$ cat src/axi_defs_pkg.sv
// ================================================
// AXI4 field widths and response codes
// strobe width assumes byte lanes over the data bus
// ================================================
package axi_defs_pkg;

  localparam int AXI_ID_WIDTH   = 8;
  localparam int AXI_USER_WIDTH = 4;
  localparam int AXI_ADDR_WIDTH = 32;
  localparam int AXI_DATA_WIDTH = 32;
  localparam int AXI_STRB_WIDTH = AXI_DATA_WIDTH / 8;

  // only the two codes that the filter ever returns by itself
  localparam logic [1:0] RESP_OKAY   = 2'b00;
  localparam logic [1:0] RESP_SLVERR = 2'b10;

endpackage

$ cat src/remap_pkg.sv
// ================================================
// region table and drop queue sizing
// META_FIFO_DEPTH must stay a power of two
// ================================================
package remap_pkg;

  localparam int NUM_REGIONS      = 4;
  localparam int REGION_IDX_WIDTH = 2;

  // drops that may wait for their injected responses
  localparam int META_FIFO_DEPTH = 4;
  localparam int META_PTR_WIDTH  = 2;

  // what the B sender needs to build a response for a discarded write
  typedef struct packed {
    logic                                prefetch;
    logic                                hit;
    logic [axi_defs_pkg::AXI_ID_WIDTH-1:0] id;
  } drop_meta_t;

endpackage

$ cat src/axi_b_if.sv
// ================================================
// AXI4 write response channel
// user width follows the shared AXI definitions
// ================================================
`timescale 1ns/1ps

interface axi_b_if
  import axi_defs_pkg::*;
();

  logic [AXI_ID_WIDTH-1:0]   bid;
  logic [1:0]                bresp;
  logic [AXI_USER_WIDTH-1:0] buser;
  logic                      bvalid;
  logic                      bready;

  // the side that produces responses
  modport sender (output bid, bresp, buser, bvalid, input bready);

  // the side that consumes responses
  modport receiver (input bid, bresp, buser, bvalid, output bready);

endinterface

$ cat src/region_table.sv
// ================================================
// four software-written regions, all invalid after reset
// base and last are inclusive; overlaps favour writable
// ================================================
`timescale 1ns/1ps

module region_table
  import axi_defs_pkg::*;
  import remap_pkg::*;
(
  input  logic                        axi4_aclk,
  input  logic                        axi4_arstn,
  input  logic                        cfg_we_i,
  input  logic [REGION_IDX_WIDTH-1:0] cfg_idx_i,
  input  logic [AXI_ADDR_WIDTH-1:0]   cfg_base_i,
  input  logic [AXI_ADDR_WIDTH-1:0]   cfg_last_i,
  input  logic                        cfg_valid_i,
  input  logic                        cfg_writable_i,
  input  logic [AXI_ADDR_WIDTH-1:0]   lookup_addr_i,
  output logic                        region_hit_o,
  output logic                        region_allow_o
);

  logic [AXI_ADDR_WIDTH-1:0] base_q [NUM_REGIONS];
  logic [AXI_ADDR_WIDTH-1:0] last_q [NUM_REGIONS];
  logic [NUM_REGIONS-1:0]    valid_q;
  logic [NUM_REGIONS-1:0]    writable_q;
  logic [NUM_REGIONS-1:0]    match;

  always_ff @(posedge axi4_aclk or negedge axi4_arstn) begin
    if (!axi4_arstn) begin
      valid_q    <= '0;
      writable_q <= '0;
    end else if (cfg_we_i) begin
      valid_q[cfg_idx_i]    <= cfg_valid_i;
      writable_q[cfg_idx_i] <= cfg_writable_i;
    end
  end

  always_ff @(posedge axi4_aclk) begin
    if (cfg_we_i) begin
      base_q[cfg_idx_i] <= cfg_base_i;
      last_q[cfg_idx_i] <= cfg_last_i;
    end
  end

  always_comb begin
    for (int i = 0; i < NUM_REGIONS; i++) begin
      match[i] = valid_q[i] && (lookup_addr_i >= base_q[i]) &&
                 (lookup_addr_i <= last_q[i]);
    end
  end

  // a single writable match is enough to let the write through
  assign region_allow_o = |(match & writable_q);
  assign region_hit_o   = (|match) && !region_allow_o;

endmodule

$ cat src/write_filter.sv
// ================================================
// single-beat writes only, one write in flight at a time
// the region decision is frozen one cycle after AW is taken
// ================================================
`timescale 1ns/1ps

module write_filter
  import axi_defs_pkg::*;
  import remap_pkg::*;
(
  input  logic                      axi4_aclk,
  input  logic                      axi4_arstn,
  input  logic [AXI_ID_WIDTH-1:0]   s_awid_i,
  input  logic [AXI_ADDR_WIDTH-1:0] s_awaddr_i,
  input  logic [AXI_USER_WIDTH-1:0] s_awuser_i,
  input  logic                      s_awvalid_i,
  output logic                      s_awready_o,
  input  logic [AXI_DATA_WIDTH-1:0] s_wdata_i,
  input  logic [AXI_STRB_WIDTH-1:0] s_wstrb_i,
  input  logic                      s_wvalid_i,
  output logic                      s_wready_o,
  output logic [AXI_ID_WIDTH-1:0]   m_awid_o,
  output logic [AXI_ADDR_WIDTH-1:0] m_awaddr_o,
  output logic [AXI_USER_WIDTH-1:0] m_awuser_o,
  output logic                      m_awvalid_o,
  input  logic                      m_awready_i,
  output logic [AXI_DATA_WIDTH-1:0] m_wdata_o,
  output logic [AXI_STRB_WIDTH-1:0] m_wstrb_o,
  output logic                      m_wvalid_o,
  input  logic                      m_wready_i,
  output logic [AXI_ADDR_WIDTH-1:0] lookup_addr_o,
  input  logic                      region_hit_i,
  input  logic                      region_allow_i,
  output logic                      drop_o,
  output drop_meta_t                drop_meta_o,
  input  logic                      done_i
);

  logic                      init_q;
  logic                      full_q;
  logic                      w_have_q;
  logic                      aw_sent_q;
  logic                      w_sent_q;
  logic                      dec_q;
  logic                      allow_q;
  logic                      hit_q;
  logic [AXI_ID_WIDTH-1:0]   awid_q;
  logic [AXI_ADDR_WIDTH-1:0] awaddr_q;
  logic [AXI_USER_WIDTH-1:0] awuser_q;
  logic [AXI_DATA_WIDTH-1:0] wdata_q;
  logic [AXI_STRB_WIDTH-1:0] wstrb_q;
  logic                      allow;
  logic                      hit;
  logic                      aw_take;
  logic                      w_take;
  logic                      m_aw_hs;
  logic                      m_w_hs;
  logic                      fwd_done;
  logic                      retire;

  // live lookup in the first held cycle, frozen copy afterwards so that a
  // reconfiguration cannot split one write between forward and drop
  assign allow = dec_q ? allow_q : region_allow_i;
  assign hit   = dec_q ? hit_q : region_hit_i;

  // init_q keeps both readies low until the first cycle after reset release
  assign s_awready_o = init_q & ~full_q;
  assign s_wready_o  = init_q & ~w_have_q;
  assign aw_take     = s_awvalid_i & s_awready_o;
  assign w_take      = s_wvalid_i & s_wready_o;

  assign m_awvalid_o = full_q & allow & ~aw_sent_q;
  assign m_wvalid_o  = full_q & w_have_q & allow & ~w_sent_q;
  assign m_aw_hs     = m_awvalid_o & m_awready_i;
  assign m_w_hs      = m_wvalid_o & m_wready_i;
  assign fwd_done    = full_q & allow & (aw_sent_q | m_aw_hs) & (w_sent_q | m_w_hs);

  // a denied write only asks for a drop once its data beat is drained
  assign drop_o      = full_q & w_have_q & ~allow;
  assign retire      = fwd_done | (drop_o & done_i);

  assign drop_meta_o   = '{prefetch: awuser_q[0], hit: hit, id: awid_q};
  assign lookup_addr_o = awaddr_q;
  assign m_awid_o      = awid_q;
  assign m_awaddr_o    = awaddr_q;
  assign m_awuser_o    = awuser_q;
  assign m_wdata_o     = wdata_q;
  assign m_wstrb_o     = wstrb_q;

  always_ff @(posedge axi4_aclk or negedge axi4_arstn) begin
    if (!axi4_arstn) begin
      init_q    <= 1'b0;
      full_q    <= 1'b0;
      w_have_q  <= 1'b0;
      aw_sent_q <= 1'b0;
      w_sent_q  <= 1'b0;
      dec_q     <= 1'b0;
    end else begin
      init_q <= 1'b1;
      if (retire) begin
        full_q    <= 1'b0;
        w_have_q  <= 1'b0;
        aw_sent_q <= 1'b0;
        w_sent_q  <= 1'b0;
        dec_q     <= 1'b0;
      end else begin
        if (aw_take) full_q <= 1'b1;
        if (w_take) w_have_q <= 1'b1;
        if (full_q) dec_q <= 1'b1;
        if (m_aw_hs) aw_sent_q <= 1'b1;
        if (m_w_hs) w_sent_q <= 1'b1;
      end
    end
  end

  always_ff @(posedge axi4_aclk) begin
    if (aw_take) begin
      awid_q   <= s_awid_i;
      awaddr_q <= s_awaddr_i;
      awuser_q <= s_awuser_i;
    end
    if (w_take) begin
      wdata_q <= s_wdata_i;
      wstrb_q <= s_wstrb_i;
    end
    if (full_q && !dec_q) begin
      allow_q <= region_allow_i;
      hit_q   <= region_hit_i;
    end
  end

endmodule

$ cat src/meta_fifo.sv
// ================================================
// drop metadata queue, pushes while full are ignored
// new data shows on the output one cycle after the push
// ================================================
`timescale 1ns/1ps

module meta_fifo
  import remap_pkg::*;
(
  input  logic       axi4_aclk,
  input  logic       axi4_arstn,
  input  logic       push_i,
  input  drop_meta_t push_data_i,
  input  logic       pop_i,
  output logic       full_o,
  output logic       empty_o,
  output drop_meta_t pop_data_o
);

  drop_meta_t                mem_q [META_FIFO_DEPTH];
  logic [META_PTR_WIDTH-1:0] wr_ptr_q;
  logic [META_PTR_WIDTH-1:0] rd_ptr_q;
  logic [META_PTR_WIDTH:0]   count_q;
  logic                      do_push;
  logic                      do_pop;

  assign full_o  = (count_q == (META_PTR_WIDTH + 1)'(META_FIFO_DEPTH));
  assign empty_o = (count_q == '0);
  assign do_push = push_i & ~full_o;
  assign do_pop  = pop_i & ~empty_o;

  always_ff @(posedge axi4_aclk or negedge axi4_arstn) begin
    if (!axi4_arstn) begin
      wr_ptr_q <= '0;
      rd_ptr_q <= '0;
      count_q  <= '0;
    end else begin
      // pointers wrap on their own since the depth is a power of two
      if (do_push) wr_ptr_q <= wr_ptr_q + 1'b1;
      if (do_pop) rd_ptr_q <= rd_ptr_q + 1'b1;
      case ({do_push, do_pop})
        2'b10:   count_q <= count_q + 1'b1;
        2'b01:   count_q <= count_q - 1'b1;
        default: count_q <= count_q;
      endcase
    end
  end

  always_ff @(posedge axi4_aclk) begin
    if (do_push) mem_q[wr_ptr_q] <= push_data_i;
  end

  assign pop_data_o = mem_q[rd_ptr_q];

endmodule

$ cat src/axi4_b_sender.sv
// ================================================
// injected responses win over downstream ones, but never
// cut into a downstream response that is already stalled
// ================================================
`timescale 1ns/1ps

module axi4_b_sender
  import axi_defs_pkg::*;
  import remap_pkg::*;
(
  input  logic       axi4_aclk,
  input  logic       axi4_arstn,
  input  logic       drop_i,
  input  drop_meta_t drop_meta_i,
  output logic       done_o,
  axi_b_if.sender    s_b,
  axi_b_if.receiver  m_b
);

  drop_meta_t head;
  logic       fifo_full;
  logic       fifo_empty;
  logic       fifo_pop;
  logic       injecting_q;
  logic       m_b_stalled;

  meta_fifo u_meta_fifo (
    .axi4_aclk   (axi4_aclk),
    .axi4_arstn  (axi4_arstn),
    .push_i      (done_o),
    .push_data_i (drop_meta_i),
    .pop_i       (fifo_pop),
    .full_o      (fifo_full),
    .empty_o     (fifo_empty),
    .pop_data_o  (head)
  );

  // the drop is taken exactly when it can be queued
  assign done_o   = drop_i & ~fifo_full;
  assign fifo_pop = injecting_q & s_b.bready;

  // a downstream response waiting on bready must finish before we take over
  assign m_b_stalled = m_b.bvalid & ~s_b.bready;

  always_ff @(posedge axi4_aclk or negedge axi4_arstn) begin
    if (!axi4_arstn) begin
      injecting_q <= 1'b0;
    end else if (!injecting_q && !fifo_empty && !m_b_stalled) begin
      injecting_q <= 1'b1;
    end else if (fifo_pop) begin
      injecting_q <= 1'b0;
    end
  end

  assign s_b.bid    = injecting_q ? head.id : m_b.bid;
  assign s_b.buser  = injecting_q ? '0 : m_b.buser;
  assign s_b.bvalid = injecting_q | m_b.bvalid;

  // only a prefetch into a read-only region is quietly acknowledged
  assign s_b.bresp = !injecting_q ? m_b.bresp :
                     (head.prefetch && head.hit) ? RESP_OKAY : RESP_SLVERR;

  assign m_b.bready = ~injecting_q & s_b.bready;

endmodule

$ cat src/wr_remap_top.sv
// ================================================
// write path of the remapping filter, awlen 0 and wlast 1
// no read path; regions are set through the cfg_ port
// ================================================
`timescale 1ns/1ps

module wr_remap_top
  import axi_defs_pkg::*;
  import remap_pkg::*;
(
  input  logic                        axi4_aclk,
  input  logic                        axi4_arstn,
  // upstream slave port
  input  logic [AXI_ID_WIDTH-1:0]     s_awid_i,
  input  logic [AXI_ADDR_WIDTH-1:0]   s_awaddr_i,
  input  logic [AXI_USER_WIDTH-1:0]   s_awuser_i,
  input  logic                        s_awvalid_i,
  output logic                        s_awready_o,
  input  logic [AXI_DATA_WIDTH-1:0]   s_wdata_i,
  input  logic [AXI_STRB_WIDTH-1:0]   s_wstrb_i,
  input  logic                        s_wvalid_i,
  output logic                        s_wready_o,
  output logic [AXI_ID_WIDTH-1:0]     s_bid_o,
  output logic [1:0]                  s_bresp_o,
  output logic [AXI_USER_WIDTH-1:0]   s_buser_o,
  output logic                        s_bvalid_o,
  input  logic                        s_bready_i,
  // downstream master port
  output logic [AXI_ID_WIDTH-1:0]     m_awid_o,
  output logic [AXI_ADDR_WIDTH-1:0]   m_awaddr_o,
  output logic [AXI_USER_WIDTH-1:0]   m_awuser_o,
  output logic                        m_awvalid_o,
  input  logic                        m_awready_i,
  output logic [AXI_DATA_WIDTH-1:0]   m_wdata_o,
  output logic [AXI_STRB_WIDTH-1:0]   m_wstrb_o,
  output logic                        m_wvalid_o,
  input  logic                        m_wready_i,
  input  logic [AXI_ID_WIDTH-1:0]     m_bid_i,
  input  logic [1:0]                  m_bresp_i,
  input  logic [AXI_USER_WIDTH-1:0]   m_buser_i,
  input  logic                        m_bvalid_i,
  output logic                        m_bready_o,
  // region configuration
  input  logic                        cfg_we_i,
  input  logic [REGION_IDX_WIDTH-1:0] cfg_idx_i,
  input  logic [AXI_ADDR_WIDTH-1:0]   cfg_base_i,
  input  logic [AXI_ADDR_WIDTH-1:0]   cfg_last_i,
  input  logic                        cfg_valid_i,
  input  logic                        cfg_writable_i
);

  logic                      region_hit;
  logic                      region_allow;
  logic [AXI_ADDR_WIDTH-1:0] lookup_addr;
  logic                      drop;
  logic                      done;
  drop_meta_t                drop_meta;

  axi_b_if s_b_bus ();
  axi_b_if m_b_bus ();

  assign m_b_bus.bid    = m_bid_i;
  assign m_b_bus.bresp  = m_bresp_i;
  assign m_b_bus.buser  = m_buser_i;
  assign m_b_bus.bvalid = m_bvalid_i;
  assign m_bready_o     = m_b_bus.bready;

  assign s_bid_o        = s_b_bus.bid;
  assign s_bresp_o      = s_b_bus.bresp;
  assign s_buser_o      = s_b_bus.buser;
  assign s_bvalid_o     = s_b_bus.bvalid;
  assign s_b_bus.bready = s_bready_i;

  region_table u_region_table (
    .axi4_aclk      (axi4_aclk),
    .axi4_arstn     (axi4_arstn),
    .cfg_we_i       (cfg_we_i),
    .cfg_idx_i      (cfg_idx_i),
    .cfg_base_i     (cfg_base_i),
    .cfg_last_i     (cfg_last_i),
    .cfg_valid_i    (cfg_valid_i),
    .cfg_writable_i (cfg_writable_i),
    .lookup_addr_i  (lookup_addr),
    .region_hit_o   (region_hit),
    .region_allow_o (region_allow)
  );

  write_filter u_write_filter (
    .axi4_aclk      (axi4_aclk),
    .axi4_arstn     (axi4_arstn),
    .s_awid_i       (s_awid_i),
    .s_awaddr_i     (s_awaddr_i),
    .s_awuser_i     (s_awuser_i),
    .s_awvalid_i    (s_awvalid_i),
    .s_awready_o    (s_awready_o),
    .s_wdata_i      (s_wdata_i),
    .s_wstrb_i      (s_wstrb_i),
    .s_wvalid_i     (s_wvalid_i),
    .s_wready_o     (s_wready_o),
    .m_awid_o       (m_awid_o),
    .m_awaddr_o     (m_awaddr_o),
    .m_awuser_o     (m_awuser_o),
    .m_awvalid_o    (m_awvalid_o),
    .m_awready_i    (m_awready_i),
    .m_wdata_o      (m_wdata_o),
    .m_wstrb_o      (m_wstrb_o),
    .m_wvalid_o     (m_wvalid_o),
    .m_wready_i     (m_wready_i),
    .lookup_addr_o  (lookup_addr),
    .region_hit_i   (region_hit),
    .region_allow_i (region_allow),
    .drop_o         (drop),
    .drop_meta_o    (drop_meta),
    .done_i         (done)
  );

  axi4_b_sender u_b_sender (
    .axi4_aclk   (axi4_aclk),
    .axi4_arstn  (axi4_arstn),
    .drop_i      (drop),
    .drop_meta_i (drop_meta),
    .done_o      (done),
    .s_b         (s_b_bus.sender),
    .m_b         (m_b_bus.receiver)
  );

endmodule

$ cat config.mk
export PLATFORM = sky130hd
export DESIGN_NAME = wr_remap_top
export DESIGN_NICKNAME = d
export VERILOG_FILES = /design/src/axi_defs_pkg.sv /design/src/remap_pkg.sv /design/src/axi_b_if.sv /design/src/region_table.sv /design/src/write_filter.sv /design/src/meta_fifo.sv /design/src/axi4_b_sender.sv /design/src/wr_remap_top.sv
export SDC_FILE = /design/constraint.sdc
export NUM_CORES = 1
export LEC_CHECK = 0
export BUFFER_PORTS_ARGS = -buffer_cell sky130_fd_sc_hd__buf_2
export CORE_MARGIN = 2
export CORE_UTILIZATION = 60
export DETAILED_ROUTE_END_ITERATION = 10
export HOLD_SLACK_MARGIN = 0.03
export PLACE_DENSITY = 0.83
export SLEW_MARGIN = 30
export SYNTH_ARGS = -nofsm -noshare
export SYNTH_HDL_FRONTEND = slang
export SYNTH_SLANG_ARGS = --single-unit
$ cat constraint.sdc
create_clock -name axi4_aclk -period 6.7 [get_ports axi4_aclk]
set_clock_uncertainty 0.05 [all_clocks]
set_input_delay 0.335 -clock axi4_aclk [delete_from_list [all_inputs] [get_ports axi4_aclk]]
set_output_delay 0.335 -clock axi4_aclk [all_outputs]
set_load 0.1 [all_outputs]
Yosys cells after proc, flatten, opt, wreduce, memory -nomap -nowiden
Memory sizes are Yosys's and may differ from the RTL's.
Cells that the tools add are included.
{"block": "word_totals", "reg_bits": 104, "mem_bits_rw": 296, "in_bits": 171, "out_inout_bits": 100, "word_cells": 130, "mem_count": 3}
{"memory": "u_region_table.base_q", "words": 4, "word_bits": 32, "rd": 4, "rd_ports_with_merged_regs": 0, "write_ports": 1, "line_no": "region_table.sv:24", "source": "logic [AXI_ADDR_WIDTH-1:0] base_q [NUM_REGIONS];"}
{"memory": "u_region_table.last_q", "words": 4, "word_bits": 32, "rd": 4, "rd_ports_with_merged_regs": 0, "write_ports": 1, "line_no": "region_table.sv:25", "source": "logic [AXI_ADDR_WIDTH-1:0] last_q [NUM_REGIONS];"}
{"memory": "u_b_sender.u_meta_fifo.mem_q", "words": 4, "word_bits": 10, "rd": 1, "rd_ports_with_merged_regs": 0, "write_ports": 1, "line_no": "meta_fifo.sv:20", "source": "drop_meta_t mem_q [META_FIFO_DEPTH];"}
{"block": "classes", "addsub": 4, "n_lt_le_gt_ge": 10, "n_eq_ne": 3, "mux": 27, "bitwise": 35, "n_reduce_logical": 29}
{"operator": "greater-or-equal comparator 32 bit", "n": 4}
{"operator": "less-or-equal comparator 32 bit", "n": 4}
{"operator": "bitwise AND 1 bit", "n": 21}
{"operator": "two-way mux 1 bit", "n": 19}
{"operator": "logical AND 1 bit", "n": 14}
{"operator": "nonzero test 2 bit", "n": 7}
{"operator": "inverter 1 bit", "n": 9}
{"operator": "bitwise mux 4 bit", "n": 2}
{"operator": "two-way mux 8 bit", "n": 1}
{"operator": "OR reduction 4 bit", "n": 2}
{"operator": "one-hot mux 3 bit (2 select lines)", "n": 1}
{"operator": "zero test 1 bit", "n": 5}
{"operator": "adder 2 x 1 -> 2 bit (second input constant)", "n": 2}
{"operator": "bitwise AND 4 bit", "n": 1}
{"operator": "two-way mux 2 bit", "n": 2}
{"operator": "two-way mux 4 bit", "n": 1}
{"operator": "OR 1 bit", "n": 4}
{"operator": "adder 3 x 1 -> 3 bit (second input constant)", "n": 1}
{"operator": "equality test 3 bit (second input constant)", "n": 1}
{"operator": "zero test 3 bit", "n": 1}
{"operator": "less-than comparator 2 x 3 -> 1 bit (second input constant)", "n": 1}
{"operator": "subtractor 3 x 1 -> 3 bit (second input constant)", "n": 1}
{"operator": "demux 1 bit (select 2 bit)", "n": 1}
{"operator": "equality test 2 x 1 -> 1 bit (second input constant)", "n": 1}
{"operator": "other kinds (2)", "n": 2}

Logic depth before layout (Yosys ltp)
{"block": "depth", "ltp_word": 14, "depth_mapped": 17}

Modules after synthesis
A second synthesis with hierarchy kept.
{"block": "unflattened", "hier_cells": 1469, "hier_area_um2": 19638.8}
{"mod": "region_table", "n_inst": 1, "cells_per_inst": 1196, "area_each_um2": 14398.8, "seq_area_each_um2": 7887.6}
{"mod": "write_filter", "n_inst": 1, "cells_per_inst": 159, "area_each_um2": 3124.2, "seq_area_each_um2": 2612.5}
{"mod": "meta_fifo", "n_inst": 1, "cells_per_inst": 89, "area_each_um2": 1885.6, "seq_area_each_um2": 1376.3}
{"mod": "axi4_b_sender", "n_inst": 1, "cells_per_inst": 25, "area_each_um2": 230.2, "seq_area_each_um2": 25.0}

Worst setup path after synthesis
OpenSTA, ideal clock, no wires.
{"block": "synth_path", "kind": "input to register", "start": "input cfg_idx_i[1]", "end": "register u_region_table.valid_q[0]", "arrival_ps": 5952, "t_required_ps": 6561, "setup_slack_ps": 609, "stages": 2, "path_cell_list": "nor3b_1 mux2_2"}
{"block": "synth_via", "elab_chain_len": 5, "elab_cells_between_ends": 6, "classes_between": "2 x order compare; 3 x mux; 1 x reduce/logical"}
{"element": "start: declaration", "line_no": "wr_remap_top.sv:45", "source": "input logic [REGION_IDX_WIDTH-1:0] cfg_idx_i,"}
{"element": "less-than comparator 2 x 3 -> 1 bit (implied by the code) / greater-or-equal comparator 2 x 1 -> 1 bit (equally long branches)", "line_no": "region_table.sv:35", "source": "valid_q[cfg_idx_i] <= cfg_valid_i;"}
{"element": "logical AND 1 bit (implied by the code)", "line_no": "region_table.sv:35"}
{"element": "two-way mux 1 bit (implied by the code)", "line_no": "region_table.sv:35"}
{"element": "demux 1 bit (select 2 bit) (*)"}
{"element": "bitwise mux 4 bit (*)", "line_no": "region_table.sv:35"}
{"element": "end signal: indexed assignment", "line_no": "region_table.sv:35"}
{"element": "end: declaration", "line_no": "region_table.sv:26", "source": "logic [NUM_REGIONS-1:0] valid_q;"}
Every way passes the cells marked *; elsewhere a longest branch is shown, timed or not.
A chain may end at the register's enable or synchronous reset.

Final worst setup path
{"block": "layout_path", "start": "register u_write_filter.awaddr_q[0] (netlist: u_write_filter.lookup_addr_o[0])", "end": "output m_awvalid_o"}
{"block": "layout_via", "elab_chain_len": 8, "elab_cells_between_ends": 21, "classes_between": "8 x order compare; 1 x mux; 3 x bitwise; 9 x reduce/logical"}
{"element": "start: declaration", "line_no": "write_filter.sv:48", "source": "logic [AXI_ADDR_WIDTH-1:0] awaddr_q;"}
{"element": "start signal: assignment", "line_no": "write_filter.sv:119", "source": "awaddr_q <= s_awaddr_i;"}
{"element": "greater-or-equal comparator 32 bit", "line_no": "region_table.sv:49", "source": "match[i] = valid_q[i] && (lookup_addr_i >= base_q[i]) &&"}
{"element": "logical AND 1 bit (2 in a row)", "line_no": "region_table.sv:49"}
{"element": "bitwise AND 4 bit (*)", "line_no": "region_table.sv:55", "source": "assign region_allow_o = |(match & writable_q);"}
{"element": "OR reduction 4 bit (*)", "line_no": "region_table.sv:55"}
{"element": "named net region_allow", "line_no": "wr_remap_top.sv:53", "source": "logic region_allow;"}
{"element": "two-way mux 1 bit (*)", "line_no": "write_filter.sv:63", "source": "assign allow = dec_q ? allow_q : region_allow_i;"}
{"element": "bitwise AND 1 bit (*) (2 in a row)", "line_no": "write_filter.sv:72", "source": "assign m_awvalid_o = full_q & allow & ~aw_sent_q;"}
{"element": "end: declaration", "line_no": "wr_remap_top.sv:32", "source": "output logic m_awvalid_o,"}
The timed path passes the listed nets; every way through them passes the cells marked *.

==> impl_metrics.yaml <==
run_status:
  status: "complete, no violations"
die:
  die_area_sq_um: 33700
  dieHeight_um: 184
  core.rowCount: 65
  die_x_um: 184
  coreArea_sq_um: 31700
  start_util_pct: 61.1
  ios: 271
timing:
  finalCritPeriodShare_pct: 67.6
  drv_slew: 0
  slew_headroom_pct: 39.8
  fin_crit_ps: 4530
  setup_violations: 0
  rsz0062_at_grt: "no"
  worstMarginPinSlew_ps: 902
  hold_violations: 0
  holdWs_ps: 46.7
  fmax_mhz: 221
  tns_ps: 0
power_and_ir_drop:
  p_leak_nw: 10.6
  comb_power_share_pct: 24.6
  sequentialPowerShare_pct: 44.0
  p_sw_share_pct: 33.3
  ir_worst_vdd_v: 0.000235
  powerDensity_nw_per_um2: 298
  p_int_mw: 4.79
  switchingPower_mw: 2.39
  pwr-share-clk_pct: 31.4
min_path:
  min_from: "cfg_valid_i"
  hold_class: "primary input to register"
  whs_path_depth: 2
  min_to: "u_region_table.valid_q[2]$_DFFE_PN0P_"
drt:
  routed-via-count: 13200
  ant_nets: 0
  wl_per_cell_um: 21.0
  drt_iter0_drc: 920
  top_layer_used: "met4"
  wl_met2_mm: 24.8
  drt_wl_total_mm: 48.7
  drt_first_pass_iters: 6
  vias_per_cell: 5.68
  remaining_drc_errors: 0
  wl_met1_mm: 18.7
  wl_met3_mm: 3.24
final_layout:
  nNetsFinal: 2320
  drive_gt1_share_pct: 20.2
  layout-area-overhead-vs-synth_pct: 24.1
  layout_commonest_cell: "edfxtp_1"
  final_cell_mix: "edfxtp_1 (378), buf_2 (270), inv_1 (261), ha_1 (261), dlygate4sd3_1 (146)"
  fin_util_pct: 75.8
cts:
  htreeDepth: 2
  clockBufferDepth: 3
  holdBufCountCts: 146
  clkSinkCount: 400
  path_clk_slew_ps: 60
  insertion_delay_ps: 540
  cts_root_buf: "clkbuf_16"
  ctsResizeCount: 0
  postCtsSetupBuffers: 0
  tritoncts: "yes"
  cts-buffers-inserted: 41
synth:
  ys.flop_type: "edfxtp_1"
  yosysTopAreaCell: "edfxtp_1"
  yosysUniqueCellTypes: 71
  ys_warn_count: 0
  synth_edf_count: 378
  synthTopCellsByArea: "edfxtp_1 (59%), ha_1 (17%), inv_1 (5.1%)"
  syn-num-nets: 1861
  synth_async_sr_flop_share_pct: 5.50
  synth_seq_cells: 400
  ys_seq_area_share_pct: 61.4
  synth.avg_cell_area_sq_um: 13.6
  syn_inst: 1428
  synth_top_cell_area_share_pct: 58.6
  syn_area_sq_um: 19400
worst_setup_path:
  reg2reg_depth: 16
  required_ps: 6310
  crit_type: "register to primary output"
  critPathSlowestCell: "a2111oi_0"
  timing.rr.end: "u_b_sender.u_meta_fifo.count_q[2]$_DFFE_PN0P_"
  cp-start-kind: "register"
  path_cells: "inv_1, ha_1, nand2b_1, a2111oi_0, or4b_1, a31oi_1, or4_1, o211ai_2, nand3_1, o21bai_1, nor3b_1, buf_2"
  critPathMaxStageDelay_ps: 650
  r2r_start: "u_write_filter.lookup_addr_o[14]$_DFFE_PP_"
  crit_fanout: 8
  cp-end-kind: "primary output"
  reg2reg_setup_slack_ps: 2420
  crit_arrival_ps: 4150
global_routing:
  grt_pass1_vias: 14100
  grt_max_degree: 68
  antenna_found_initial: 3
  grt_first_pass_wirelength_mm: 75.0
  grt_use_total_pct: 29.2
  grt_overflow: 0
placement:
  finalWeightedCongestion: 0.898
  port_buffers: 270
  dp_hpwl_mm: 32.5
run:
  max_cap_violations: 0
## power by group through the flow
stage / clock network, mW / registers [mW] / logic (mW)
floorplan: 0 / 3.42 / 1.03
global placement: 0 / 3.19 / 1.62
detailed placement: 0 / 3.20 / 1.67
CTS: 2.26 / 3.15 / 1.75
global route: 2.35 / 3.18 / 1.88
finish: 2.25 / 3.15 / 1.77
## registers in the layout, summed over array words and instances (netlist names), 3 cells and up
| name | count |
|---|---|
| u_region_table.base_q | 128 |
| u_region_table.last_q | 128 |
| u_b_sender.u_meta_fifo.mem_q | 40 |
| u_write_filter.lookup_addr_o | 32 |
| u_write_filter.m_wdata_o | 32 |
| u_write_filter.m_awid_o | 8 |
| u_region_table.valid_q | 4 |
| u_region_table.writable_q | 4 |
| u_write_filter.m_awuser_o | 4 |
| u_write_filter.m_wstrb_o | 4 |
| u_b_sender.u_meta_fifo.count_q | 3 |
## Yosys cell counts, types with 2 or more instances
cell type	number
mux2_2	16
nor2_1	32
inv_1	262
a22o_1	3
o21bai_1	2
a21o_1	16
or4_4	2
nand4_1	34
a31oi_1	6
and4_1	15
a211oi_1	7
o211ai_1	7
nand2_1	70
nor3_1	9
xnor2_1	3
mux4_2	8
clkbuf_1	5
nor4_1	6
and2_1	6
dfrtp_1	22
a21oi_1	100
a31o_2	4
o21ai_0	37
ha_1	261
edfxtp_1	378
nand3_1	24
nand3b_1	2
a2111oi_0	4
or4_1	2
a221o_1	2
a2111o_1	3
nor3b_1	2
xor2_1	3
a221oi_1	7
nand2b_1	8
or4b_1	2
nor2b_1	17
o21a_1	4
and3_1	5
## critical path, delay by kind of cell, from the launching register on
family | cells | cell delay [ps]
AOI/OAI and AO/OA | 4 | 1130
adders and majority gates | 1 | 290
and+or+nand+nor | 5 | 1200
DFF | 1 | 390
buffers and inverters | 2 | 600
## layer usage
layer / global-route usage [%] / vias up
met4: 12.4 / 0
li1: - / 6153
met5: 0 / -
met1: 35.5 / 6397
met2: 51.5 / 517
met3: 5.21 / 126
## cell families (layout without fill, tap and decap cells)
logic type                 Yosys count  in the layout  share of synthesized area, %
DFF                                400            400                          61.4
buffers and inverters              268            756                          5.19
adders and majority gates          262            262                          17.0
and+or+nand+nor                    245            245                          6.86
AOI/OAI and AO/OA                  220            220                          7.28
muxes                               26             26                          1.99
xor gates and xnor gates             6              6                         0.271
other                                1              5                        0.0194
## layout make-up
| cell class | instances | area, sq um |
|---|---|---|
| fill | 1939 | 7670 |
| antenna | 4 | 10.0 |
| clock inverter | 28 | 249 |
| tap | 402 | 503 |
| sequential | 400 | 11900 |
| multi-input combinational | 760 | 6480 |
| inverter | 262 | 983 |
| timing repair buffer | 422 | 2870 |
| clock buffer | 44 | 1060 |
## worst max path at each step
stage / from / end / slack, ps / cells after the start
after CTS: u_write_filter.lookup_addr_o[0]$_DFFE_PP_ / m_awvalid_o / 2180 / 12
after global routing: u_write_filter.lookup_addr_o[14]$_DFFE_PP_ / m_awvalid_o / 2010 / 11
after global placement: u_write_filter.lookup_addr_o[0]$_DFFE_PP_ / u_b_sender.u_meta_fifo.count_q[2]$_DFFE_PN0P_ / 2550 / 17
final: u_write_filter.lookup_addr_o[0]$_DFFE_PP_ / m_awvalid_o / 2170 / 12
after floorplan: cfg_idx_i[1] / u_region_table.valid_q[0]$_DFFE_PN0P_ / 610 / 2
after detailed placement: u_write_filter.lookup_addr_o[0]$_DFFE_PP_ / u_b_sender.u_meta_fifo.count_q[2]$_DFFE_PN0P_ / 2450 / 17
## stage by stage
step | setup slack [ps] | cell area (sq um) | std cells | power (mW)
5_1_grt | 2010 | 24000 | 2321 | 7.42
2_1_floorplan | 609 | 19400 | 1428 | 4.45
4_1_cts | 2180 | 24000 | 2318 | 7.16
3_3_place_gp | 2550 | 21300 | 2100 | 4.81
3_5_place_dp | 2450 | 21300 | 2100 | 4.87
6_report | 2170 | 24100 | 2322 | 7.17
(Power assumes the default switching activity.)
